## config.mk

```make
export PLATFORM = sky130hd
export DESIGN_NAME = controlUnit
export DESIGN_NICKNAME = d
export VERILOG_FILES = /design/src/source/cuPkg.sv /design/src/source/condEvaluator.sv /design/src/source/controlRom.sv /design/src/source/controlUnit.sv /design/src/source/instrDecoder.sv /design/src/source/stateSequencer.sv
export VERILOG_INCLUDE_DIRS = /design/src /design/src/include
export SDC_FILE = /design/constraint.sdc
export NUM_CORES = 1
export LEC_CHECK = 0
export BUFFER_PORTS_ARGS = -buffer_cell sky130_fd_sc_hd__clkbuf_2
export CORE_UTILIZATION = 32
export CTS_BUF_LIST = sky130_fd_sc_hd__clkbuf_4 sky130_fd_sc_hd__clkbuf_8
export DETAILED_ROUTE_END_ITERATION = 8
export PLACE_DENSITY = 0.67
export SYNTH_ARGS = -nofsm -noshare
export SYNTH_HDL_FRONTEND = slang
export SYNTH_HIERARCHICAL = 1
export SYNTH_SLANG_ARGS = --single-unit
export TNS_END_PERCENT = 20
```

## constraint.sdc

```tcl
create_clock -name CLK -period 5.5 [get_ports CLK]
set_clock_uncertainty 0.1 [all_clocks]
set_input_delay 0.825 -clock CLK [delete_from_list [all_inputs] [get_ports CLK]]
set_output_delay 0.825 -clock CLK [all_outputs]
set_load 0.01 [all_outputs]
```

## src/include/cu_consts.svh

```systemverilog
`ifndef CU_CONSTS_SVH
`define CU_CONSTS_SVH

// Sequencer state codes
`define STATE_W         7
`define ST_RESET        7'd0
`define ST_FETCH_ADDR   7'd1
`define ST_FETCH_INC    7'd2
`define ST_FETCH_WAIT   7'd3
`define ST_DECODE       7'd4
`define ST_DP_SHIFT     7'd5
`define ST_DP_IMM       7'd6
`define ST_BR_TARGET    7'd8
`define ST_BR_COMMIT    7'd9
`define ST_BR_LINK      7'd10

// Instruction word fields
`define COND_W          4
`define CLASS_W         3
`define FLAGS_W         4

// Instruction classes, bits 27 to 25
`define CLASS_DP_SHIFT  3'b000
`define CLASS_DP_IMM    3'b001
`define CLASS_BRANCH    3'b101

// Condition field encodings
`define COND_EQ         4'b0000
`define COND_NE         4'b0001
`define COND_CS         4'b0010
`define COND_CC         4'b0011
`define COND_MI         4'b0100
`define COND_PL         4'b0101
`define COND_VS         4'b0110
`define COND_VC         4'b0111
`define COND_HI         4'b1000
`define COND_LS         4'b1001
`define COND_GE         4'b1010
`define COND_LT         4'b1011
`define COND_GT         4'b1100
`define COND_LE         4'b1101
`define COND_AL         4'b1110

// Datapath control widths
`define ALUOP_W         5
`define MUXC_W          3
`define SHIFT_T_W       3

`endif

```

## src/source/cuPkg.sv

```systemverilog
`include "cu_consts.svh"

package cuPkg;

	// Instruction register word, seen either as data processing or as branch
	// Condition and class sit in the same bits in both views
	typedef union packed
	{
		struct packed
		{
			logic [`COND_W-1:0] cond;
			logic [`CLASS_W-1:0] instrClass;
			logic [3:0] opcode;
			logic setFlags;
			logic [3:0] rn;
			logic [3:0] rd;
			// Shifted register or rotated immediate
			logic [11:0] operand2;
		} dp;
		struct packed
		{
			logic [`COND_W-1:0] cond;
			logic [`CLASS_W-1:0] instrClass;
			logic link;
			// Word offset, sign extended and shifted by the datapath
			logic [23:0] offset;
		} br;
	} irWord_t;

endpackage

```

## src/source/condEvaluator.sv

```systemverilog
`timescale 1ns/10ps
`include "cu_consts.svh"

module condEvaluator import cuPkg::*;
(
	input irWord_t ir,
	input logic [`FLAGS_W-1:0] flags,
	output logic condPass
);

	logic n;
	logic z;
	logic c;
	logic v;

	// Flag register order is N Z C V
	assign {n, z, c, v} = flags;

	always_comb
	begin
		case (ir.dp.cond)
			`COND_EQ: condPass = z;
			`COND_NE: condPass = !z;
			`COND_CS: condPass = c;
			`COND_CC: condPass = !c;
			`COND_MI: condPass = n;
			`COND_PL: condPass = !n;
			`COND_VS: condPass = v;
			`COND_VC: condPass = !v;
			// Unsigned higher and lower or same
			`COND_HI: condPass = c && !z;
			`COND_LS: condPass = !c || z;
			// Signed compares
			`COND_GE: condPass = (n == v);
			`COND_LT: condPass = (n != v);
			`COND_GT: condPass = !z && (n == v);
			`COND_LE: condPass = z || (n != v);
			`COND_AL: condPass = 1'b1;
			// Reserved code never executes
			default: condPass = 1'b0;
		endcase
	end

endmodule

```

## src/source/controlRom.sv

```systemverilog
`timescale 1ns/10ps
`include "cu_consts.svh"

module controlRom
(
	input logic [`STATE_W-1:0] state,
	output logic regFileLoad,
	output logic irLoad,
	output logic marLoad,
	output logic memRead,
	output logic memValid,
	output logic flagLoad,
	output logic [1:0] muxA,
	output logic [1:0] muxB,
	output logic [`MUXC_W-1:0] muxC,
	output logic muxD,
	output logic [1:0] muxF,
	output logic muxH,
	output logic [1:0] muxJ,
	output logic shiftEnable,
	output logic [`SHIFT_T_W-1:0] shiftType,
	output logic offsetShift,
	output logic [`ALUOP_W-1:0] aluOp
);

	always_comb
	begin
		// Idle word by default
		regFileLoad = 1'b0;
		irLoad = 1'b0;
		marLoad = 1'b0;
		memRead = 1'b0;
		memValid = 1'b0;
		flagLoad = 1'b0;
		muxA = 2'b00;
		muxB = 2'b00;
		muxC = '0;
		muxD = 1'b0;
		muxF = 2'b00;
		muxH = 1'b0;
		muxJ = 2'b00;
		shiftEnable = 1'b0;
		shiftType = '0;
		offsetShift = 1'b0;
		aluOp = '0;
		case (state)
			// PC to MAR
			`ST_FETCH_ADDR:
			begin
				marLoad = 1'b1;
				muxA = 2'b10;
				muxD = 1'b1;
				aluOp = 5'b10000;
			end
			// PC + 4 while the read starts
			`ST_FETCH_INC:
			begin
				regFileLoad = 1'b1;
				memRead = 1'b1;
				memValid = 1'b1;
				muxA = 2'b10;
				muxC = 3'b001;
				muxD = 1'b1;
				aluOp = 5'b10001;
			end
			`ST_FETCH_WAIT:
			begin
				irLoad = 1'b1;
				memRead = 1'b1;
				memValid = 1'b1;
			end
			`ST_DP_SHIFT:
			begin
				regFileLoad = 1'b1;
				muxB = 2'b01;
				muxC = 3'b100;
				muxD = 1'b1;
				shiftEnable = 1'b1;
				shiftType = 3'b001;
				aluOp = 5'b10011;
			end
			`ST_DP_IMM:
			begin
				regFileLoad = 1'b1;
				flagLoad = 1'b1;
				muxJ = 2'b01;
			end
			`ST_BR_TARGET:
			begin
				regFileLoad = 1'b1;
				flagLoad = 1'b1;
				muxB = 2'b01;
				muxC = 3'b100;
				muxD = 1'b1;
				muxF = 2'b11;
				muxJ = 2'b11;
				shiftEnable = 1'b1;
				shiftType = 3'b100;
				aluOp = 5'b10011;
			end
			// Offset times four added to PC
			`ST_BR_COMMIT:
			begin
				regFileLoad = 1'b1;
				muxA = 2'b10;
				muxC = 3'b011;
				muxD = 1'b1;
				muxJ = 2'b01;
				offsetShift = 1'b1;
				aluOp = 5'b00100;
			end
			`ST_BR_LINK:
			begin
				regFileLoad = 1'b1;
				muxA = 2'b11;
				muxC = 3'b100;
				muxD = 1'b1;
				muxJ = 2'b01;
				offsetShift = 1'b1;
				aluOp = 5'b00100;
			end
			// Reset, decode and unused codes keep the idle word
			default: ;
		endcase
	end

endmodule

```

## src/source/controlUnit.sv

```systemverilog
`timescale 1ns/10ps
`include "cu_consts.svh"

module controlUnit import cuPkg::*;
(
	input logic CLK,
	input logic rst,
	input irWord_t ir,
	input logic [`FLAGS_W-1:0] flags,
	input logic moc,
	output logic regFileLoad,
	output logic irLoad,
	output logic marLoad,
	output logic memRead,
	output logic memValid,
	output logic flagLoad,
	output logic [1:0] muxA,
	output logic [1:0] muxB,
	output logic [`MUXC_W-1:0] muxC,
	output logic muxD,
	output logic [1:0] muxF,
	output logic muxH,
	output logic [1:0] muxJ,
	output logic shiftEnable,
	output logic [`SHIFT_T_W-1:0] shiftType,
	output logic offsetShift,
	output logic [`ALUOP_W-1:0] aluOp
);

	logic [`STATE_W-1:0] state;
	logic [`STATE_W-1:0] execEntry;
	logic condPass;

	stateSequencer stateSequencer_i
	(
		.CLK(CLK),
		.rst(rst),
		.moc(moc),
		.condPass(condPass),
		.execEntry(execEntry),
		.state(state)
	);

	instrDecoder instrDecoder_i
	(
		.ir(ir),
		.execEntry(execEntry)
	);

	condEvaluator condEvaluator_i
	(
		.ir(ir),
		.flags(flags),
		.condPass(condPass)
	);

	controlRom controlRom_i
	(
		.state(state),
		.regFileLoad(regFileLoad),
		.irLoad(irLoad),
		.marLoad(marLoad),
		.memRead(memRead),
		.memValid(memValid),
		.flagLoad(flagLoad),
		.muxA(muxA),
		.muxB(muxB),
		.muxC(muxC),
		.muxD(muxD),
		.muxF(muxF),
		.muxH(muxH),
		.muxJ(muxJ),
		.shiftEnable(shiftEnable),
		.shiftType(shiftType),
		.offsetShift(offsetShift),
		.aluOp(aluOp)
	);

endmodule

```

## src/source/instrDecoder.sv

```systemverilog
`timescale 1ns/10ps
`include "cu_consts.svh"

module instrDecoder import cuPkg::*;
(
	input irWord_t ir,
	output logic [`STATE_W-1:0] execEntry
);

	always_comb
	begin
		case (ir.dp.instrClass)
			`CLASS_DP_SHIFT:
				execEntry = `ST_DP_SHIFT;
			`CLASS_DP_IMM:
				execEntry = `ST_DP_IMM;
			`CLASS_BRANCH:
			begin
				if (ir.br.link)
					execEntry = `ST_BR_LINK;
				else
					execEntry = `ST_BR_TARGET;
			end
			// Loads, stores and the rest are skipped
			default:
				execEntry = `ST_FETCH_ADDR;
		endcase
	end

endmodule

```

## src/source/stateSequencer.sv

```systemverilog
`timescale 1ns/10ps
`include "cu_consts.svh"

module stateSequencer
(
	input logic CLK,
	input logic rst,
	input logic moc,
	input logic condPass,
	input logic [`STATE_W-1:0] execEntry,
	output logic [`STATE_W-1:0] state
);

	logic [`STATE_W-1:0] nextState;

	always_ff @(posedge CLK)
	begin
		if (rst)
			state <= `ST_RESET;
		else
			state <= nextState;
	end

	always_comb
	begin
		case (state)
			`ST_RESET:
				nextState = `ST_FETCH_ADDR;
			`ST_FETCH_ADDR:
				nextState = `ST_FETCH_INC;
			`ST_FETCH_INC:
				nextState = `ST_FETCH_WAIT;
			// Hold until memory reports completion
			`ST_FETCH_WAIT:
			begin
				if (moc)
					nextState = `ST_DECODE;
				else
					nextState = `ST_FETCH_WAIT;
			end
			// Failed condition skips the instruction
			`ST_DECODE:
			begin
				if (condPass)
					nextState = execEntry;
				else
					nextState = `ST_FETCH_ADDR;
			end
			`ST_DP_SHIFT:
				nextState = `ST_FETCH_ADDR;
			`ST_DP_IMM:
				nextState = `ST_FETCH_ADDR;
			// Link saves the return address first, then joins plain branch
			`ST_BR_LINK:
				nextState = `ST_BR_TARGET;
			`ST_BR_TARGET:
				nextState = `ST_BR_COMMIT;
			`ST_BR_COMMIT:
				nextState = `ST_FETCH_ADDR;
			default:
				nextState = `ST_RESET;
		endcase
	end

	stateLegal: assert property
	(
		@(posedge CLK) disable iff (rst)
		state inside {`ST_RESET, `ST_FETCH_ADDR, `ST_FETCH_INC, `ST_FETCH_WAIT,
			`ST_DECODE, `ST_DP_SHIFT, `ST_DP_IMM, `ST_BR_TARGET, `ST_BR_COMMIT,
			`ST_BR_LINK}
	)
	else
		$error("stateSequencer reached undefined state %0d", state);

	// Wait is only left after a sampled moc
	fetchWaitHeld: assert property
	(
		@(posedge CLK)
		(state == `ST_FETCH_WAIT && !moc && !rst) |=> (state == `ST_FETCH_WAIT)
	)
	else
		$error("stateSequencer left fetch wait without moc");

endmodule

```

==> parameters.txt, run 1 <==
Parameter                              Value

Clocking
  H-tree depth reported by CTS    1
  Buffer cell driving the clock tree root    sky130_fd_sc_hd__clkbuf_4
  Postcts setup bufs    0
  Clock slew at the register clock pins of the worst setup and hold paths    approximately 0.06 ns
  Clock sink count    7
  Num CTS Buffers    3
  Hold-fix buffers at CTS    0
  TritonCTS clock tree    built
  Clock tree buffer depth    2
  Insertion delay of the later-clocked pin in the worst-skew pair    roughly 0.26 ns
  Post-CTS resize count    0

STA
  Final clock period utilization by the worst path    0.541
  RSZ-0062 raised after global routing    false
  Max frequency    approximately 340 MHz
  Slew @ Worst Pin    between 0.8 and 0.9 ns
  Final worst path period need    ~3.0 ns
  Max-slew violation count    0
  Finish-stage setup viols    0
  Aggregate negative setup slack    0 ns
  Minimum hold slack    approximately 0.56 ns
  Worst slew slack as a fraction of its limit    0.449
  Number of hold violations in the final report    0

Global routing
  Initial antenna violation count    0
  Via count of the first global-routing pass    around 810
  Wire length of the first global-routing pass    around 3.5 mm
  Total congestion overflow    0
  Overall routing resource usage    0.127
  Maximum number of pins on one net before global-route repair    27

Yosys
  Commonest register cell after synthesis    sky130_fd_sc_hd__dfxtp_1
  Combinational family with the most area after synthesis    simple AND/OR/NAND/NOR gates
  Number of flops mapped to enable cells by yosys    0
  #FFs+latches synth    7
  Distinct cells, synth    between 40 and 50
  XOR/XNOR Fraction of Synth Area    0.0314
  Post-synthesis compound-gate area fraction    0.211
  Adder-cell area share of the yosys netlist    0
  Basic-gate share of the synthesized area counting and, or, nand and nor cells    0.448
  Fraction of registers with async set/reset    0
  Gate count of the mapped netlist    between 100 and 150
  Post-Syn Area    approximately 1100 sq um
  Multiplexer fraction of the synthesized cell area    0.0140
  Seq/Total Area, Yosys    0.130
  Post-synthesis area per instance    between 7 and 8 sq um
  Synth warnings    6

Finish
  Largest register FFs    7
  Most common library cell in the layout ignoring fill and taps    sky130_fd_sc_hd__clkbuf_2
  Regs by FF count    stateSequencer_i/state x7
  Most frequent cells in the layout    sky130_fd_sc_hd__clkbuf_2, sky130_fd_sc_hd__nor2_1, sky130_fd_sc_hd__a21oi_1, sky130_fd_sc_hd__nand3_1
  Register Area    between 100 and 150 sq um
  Top reg by flops    stateSequencer_i/state
  Number of fillers in the final layout    340
  Total Nets Final    between 200 and 250
  Area of combinational cells with multiple inputs    approximately 800 sq um
  Area grow syn2layout    13.2%
  Final antenna diode count    0
  Post-route cell area    between 1000 and 1500 sq um
  Fraction of final layout cells with drive strength greater than 1    0.383

Hold path
  Hold crit path type    reg2reg

Critical path
  Required @ worst endpoint    approximately 4.6 ns
  Arrival time reported for the critical path endpoint    ~2 ns
  Register-to-register path setup slack    3.49 ns
  Worst-path fanout max    21
  Element type at the critical path start    register
  Category of the most critical setup path    reg2out
  Crit. End Element    output pin

Route
  Wire length after detailed routing    ~2.1 mm
  Average via count per standard cell    between 5 and 6
  Iteration count of the initial detailed-routing pass    4
  Detailed Route Iter0 Violations    32
  Average wire length per cell after detail routing    a little over 10 um
  Remaining DRCs    0
  Vias after detailed routing    1032
  Antenna-violating nets left    0

Floorplan
  Number of I/O pins    68
  Area enclosed by the die boundary    around 3600 sq um
  Vertical extent of the die    ~60 um
  Standard cell core area    3130 sq um
  Horiz. Die Dim    between 50 and 60 um
  Starting density of the core    0.344
  Floorplan row count    20

Power
  PwrDens    156 nW/um^2
  Maximum vdd ir drop    ~0.00011 V
  Leakage dissipation    approximately 0.5 nW

Flow run
  Max-cap check violation count    0

Place
  Number of input and output port buffers inserted    39
  DP Area    around 1200 sq um
  Final weighted congestion in routability-driven placement    approximately 0.75
  Sum of net half-perimeters after detailed placement    about 1.6 mm

Status
  Status    complete, no violations
worst paths after layout:
check,from,to,cells past startpoint
max,stateSequencer_i/state[2],muxF[1],3
min,stateSequencer_i/state[6],stateSequencer_i/state[3],3
max reg2reg,stateSequencer_i/state[0],stateSequencer_i/state[2],3
min reg2reg,stateSequencer_i/state[6],stateSequencer_i/state[3],3
through the flow:
stage | util | std cells | setup slack [ns] | total power [mW]
6_report | 0.389 | 206 | 2.53 | 0.190
5_1_grt | 0.389 | 206 | 2.32 | 0.208
4_1_cts | 0.389 | 206 | 2.51 | 0.193
3_5_place_dp | 0.380 | 202 | 2.74 | 0.143
3_3_place_gp | 0.380 | 202 | 2.73 | 0.142
2_1_floorplan | - | 140 | 2.94 | 0.123
logic make-up after synthesis:
| group | Yosys count |
|---|---|
| flip-flops | 7 |
| AND/OR/NAND/NOR | 66 |
| other | 2 |
| XOR/XNOR | 3 |
| buffers and inverters | 25 |
| AO/OA/AOI/OAI | 31 |
| multiplexers | 1 |
metal layers:
metal	up-vias	track usage	routed length (um)	part of all wire
met5	-	0	0	0
met4	0	0.0399	14	0.0066
met3	2	0.0325	117	0.055
met2	36	0.179	923	0.43
met1	454	0.186	1080	0.51
li1	540	-	-	-
power breakdown:
part	internal, mW	switching (mW)	leakage, nW
clock network	0.0267	0.0220	0.0177
registers	0.0530	0.0144	0.0570
logic	0.0359	0.0379	0.433
total	0.116	0.0743	0.508
worst max-delay path, cell delays in order, from the launching register on:
cell	delay (ns)
sky130_fd_sc_hd__dfxtp_1	0.49
sky130_fd_sc_hd__or4_1	0.81
sky130_fd_sc_hd__nor4_2	0.30
sky130_fd_sc_hd__clkbuf_2	0.19
layout make-up:
class / instances / share of cell area
sequential: 7 / 0.115
inverter: 4 / 0.0123
timing repair buffer: 39 / 0.160
clock inverter: 1 / 0.00412
clock buffer: 3 / 0.0185
multi-input combinational: 108 / 0.644
tap: 44 / 0.0453
synthesized netlist by cell type, drive strengths merged (2+ instances only):
master,instances,area (sq um)
nor4b,2,30.0
a21oi,10,53.8
nand3b,3,22.5
nor2b,2,12.5
xnor2,2,25.0
dfxtp,7,140
nor3,7,55.1
a211o,2,17.5
nand2b,6,45.0
inv,4,15.0
nand2,3,11.3
nand4,2,12.5
nor3b,3,27.5
or4b,4,40.0
nor4,3,37.5
o211ai,2,15.0
a211oi,6,50.1
o21a,2,15.0
conb,2,7.51
or3b,6,52.6
buf,20,151
nand3,9,45.0
nor2,10,37.5
a31oi,2,12.5
(Power assumes the default switching activity.)
==> run 2: changes to the inputs <==
==> constraint.sdc (replaced) <==
create_clock -name CLK -period 2.8 [get_ports CLK]
set_clock_uncertainty 0.1 [all_clocks]
set_input_delay 0.42 -clock CLK [delete_from_list [all_inputs] [get_ports CLK]]
set_output_delay 0.42 -clock CLK [all_outputs]
set_load 0.01 [all_outputs]
==> run 2 against run 1 <==
Net effect: power rose by 98%; critical path type unchanged; count of clock-buffer cells in the layout unchanged; die area is the same; flip-flop and latch count stayed put; cell count is 1.9% higher; largest cell class unchanged.
==> parameters.txt, run 2 (synthesis results as in run 1) <==
Parameter                              Value

Route
  Detail Route met2 WL    966 um (+4.7%)
  Antenna-violating nets left    0 (unchanged)
  Detailed Route Iter0 Violations    42 (+31%)
  Average wire length per cell after detail routing    10.4 um (+0.44%)
  Average via count per standard cell    4.99 (-0.48%)
  Routed length on met3    104 um (-11%)
  DR top layer    met4
  Wire length after detailed routing    2.18 mm (+2.4%)
  Iteration count of the initial detailed-routing pass    4 (unchanged)
  Remaining DRCs    0 (unchanged)
  Detailed-routing wirelength on met1    1.10 mm (+2.3%)
  Vias after detailed routing    1047 (+1.5%)

Clocking
  TritonCTS clock tree    built
  Hold-fix buffers at CTS    0 (unchanged)
  H-tree depth reported by CTS    1 (unchanged)
  Insertion delay of the later-clocked pin in the worst-skew pair    0.25 ns (about the same)
  Buffer cell driving the clock tree root    sky130_fd_sc_hd__clkbuf_4
  Num CTS Buffers    3 (unchanged)
  Clock slew at the register clock pins of the worst setup and hold paths    0.06 ns (about the same)
  Clock sink count    7 (unchanged)
  Postcts setup bufs    0 (unchanged)
  Clock tree buffer depth    2 (unchanged)
  Post-CTS resize count    0 (unchanged)

Critical path
  Critical path origin    stateSequencer_i/state[6]
  Slowest stage cell, crit path    sky130_fd_sc_hd__or4_1
  Start of the worst register-to-register path    stateSequencer_i/state[0]
  Number of cell instances on the worst register-to-register path    4 (+1)
  Required @ worst endpoint    2.28 ns (-2.30 ns)
  Peak per-stage delay on the critical path    0.76 ns (-0.05 ns)
  Register-to-register path setup slack    1.03 ns (-2.46 ns)
  Worst-path fanout max    10 (-52%)
  Cell Chain, Critical Path    or4_1, nor4_2, clkbuf_2
  Category of the most critical setup path    reg2out
  Reg-to-reg critical path endpoint    stateSequencer_i/state[0]
  Arrival time reported for the critical path endpoint    1.85 ns (-0.20 ns)
  Element type at the critical path start    register
  Crit. End Element    output pin
  Termination of the worst setup path    muxF[1]

STA
  Max-slew violation count    0 (unchanged)
  Aggregate negative setup slack    0 ns (unchanged)
  Max frequency    421 MHz
  Final clock period utilization by the worst path    0.848
  Number of hold violations in the final report    0 (unchanged)
  Final worst path period need    roughly 2.4 ns
  RSZ-0062 raised after global routing    false
  Worst slew slack as a fraction of its limit    0.634 (+0.184)
  Slew @ Worst Pin    0.548 ns (-0.277 ns)
  Finish-stage setup viols    0 (unchanged)

Finish
  Register Area    140 sq um (unchanged)
  Largest register FFs    7 (unchanged)
  Top reg by flops    stateSequencer_i/state
  Area of combinational cells with multiple inputs    783 sq um (unchanged)
  Most frequent cells in the layout    sky130_fd_sc_hd__clkbuf_2, sky130_fd_sc_hd__nor2_1, sky130_fd_sc_hd__a21oi_1, sky130_fd_sc_hd__nand3_1
  Final antenna diode count    0 (unchanged)
  Number of fillers in the final layout    324 (-4.7%)
  Regs by FF count    stateSequencer_i/state x7
  Area grow syn2layout    15.9%
  Fraction of final layout cells with drive strength greater than 1    0.398 (+0.0149)
  Most common library cell in the layout ignoring fill and taps    sky130_fd_sc_hd__clkbuf_2
  Total Nets Final    206 (+2.0%)

Global routing
  Wire length of the first global-routing pass    3.58 mm (+1.2%)
  Initial antenna violation count    0 (unchanged)
  Maximum number of pins on one net before global-route repair    21 (-22%)
  Overall routing resource usage    0.128 (+0.000392)
  Via count of the first global-routing pass    811 (+0.50%)
  Total congestion overflow    0 (unchanged)

Power
  PwrDens    302 nW/um^2 (+93%)
  Maximum vdd ir drop    0.000194 V (+80%)
  Leakage dissipation    0.529 nW (+4.1%)
  Total power    0.376 mW (+98%)

Status
  Status    complete, no violations

Floorplan
  Number of I/O pins    68 (unchanged)
  Area enclosed by the die boundary    3590 sq um (unchanged)
  Vertical extent of the die    60.0 um (unchanged)
  Starting density of the core    0.344 (unchanged)
  Standard cell core area    3130 sq um (unchanged)
  Horiz. Die Dim    60.0 um (unchanged)
  Floorplan row count    20 (unchanged)

Place
  Sum of net half-perimeters after detailed placement    1.69 mm (+8.3%)
  Number of input and output port buffers inserted    39 (unchanged)
  Final weighted congestion in routability-driven placement    0.757 (+0.83%)

Hold path
  Hold crit path type    in2reg

Flow run
  Max-cap check violation count    0 (unchanged)
run 2: cell types whose count changed in the layout (fill, tap and decap cells not counted), sizes merged:
cell  before  now
buf        0    4
run 2: report_power, final:
part           switching, mW  internal (mW)  leakage [nW]
sequential            0.0110          0.104        0.0570
combinational         0.0925         0.0756         0.455
clock                 0.0409         0.0523        0.0177
run 2: final cells by class:
type                    count  share of cell area
multi-input cells         108               0.629
repair buffers             43               0.181
flip-flops and latches      7               0.112
well taps                  44              0.0442
clock buffers               3              0.0181
inverters                   4              0.0120
clock inverters             1             0.00402
run 2: per-layer routing:
layer / track usage / vias up
li1: - / 553
met1: 0.190 / 460
met2: 0.179 / 32
met3: 0.0346 / 2
met4: 0.0299 / 0
met5: 0 / -
run 2: worst max-delay path: cells and delay by family, from the launching register on:
family	cells	cell delay, ns
buf+inv	1	0.20
flops	1	0.33
simple gates	2	1.07
run 2: through the flow:
stage / hold slack (ns) / util / instance area, sq um / std cells / setup slack (ns)
floorplan: 0.489 / - / 1090 / 140 / 0.648
detailed placement: 0.548 / 0.390 / 1220 / 206 / 0.431
global route: 0.377 / 0.398 / 1250 / 210 / 0.264
CTS: 0.359 / 0.398 / 1250 / 210 / 0.409
finish: 0.356 / 0.398 / 1250 / 210 / 0.426
global placement: 0.545 / 0.390 / 1220 / 206 / 0.441
run 2: worst min path at each step:
stage                              start                         to  slack (ns)  cells after the start
6_report                          ir[26]  stateSequencer_i/state[2]        0.36                      4
5_1_grt                           ir[26]  stateSequencer_i/state[2]        0.38                      4
4_1_cts                           ir[26]  stateSequencer_i/state[2]        0.36                      4
3_5_place_dp   stateSequencer_i/state[6]  stateSequencer_i/state[3]        0.55                      3
3_3_place_gp   stateSequencer_i/state[6]  stateSequencer_i/state[3]        0.54                      3
2_1_floorplan  stateSequencer_i/state[6]  stateSequencer_i/state[3]        0.49                      3
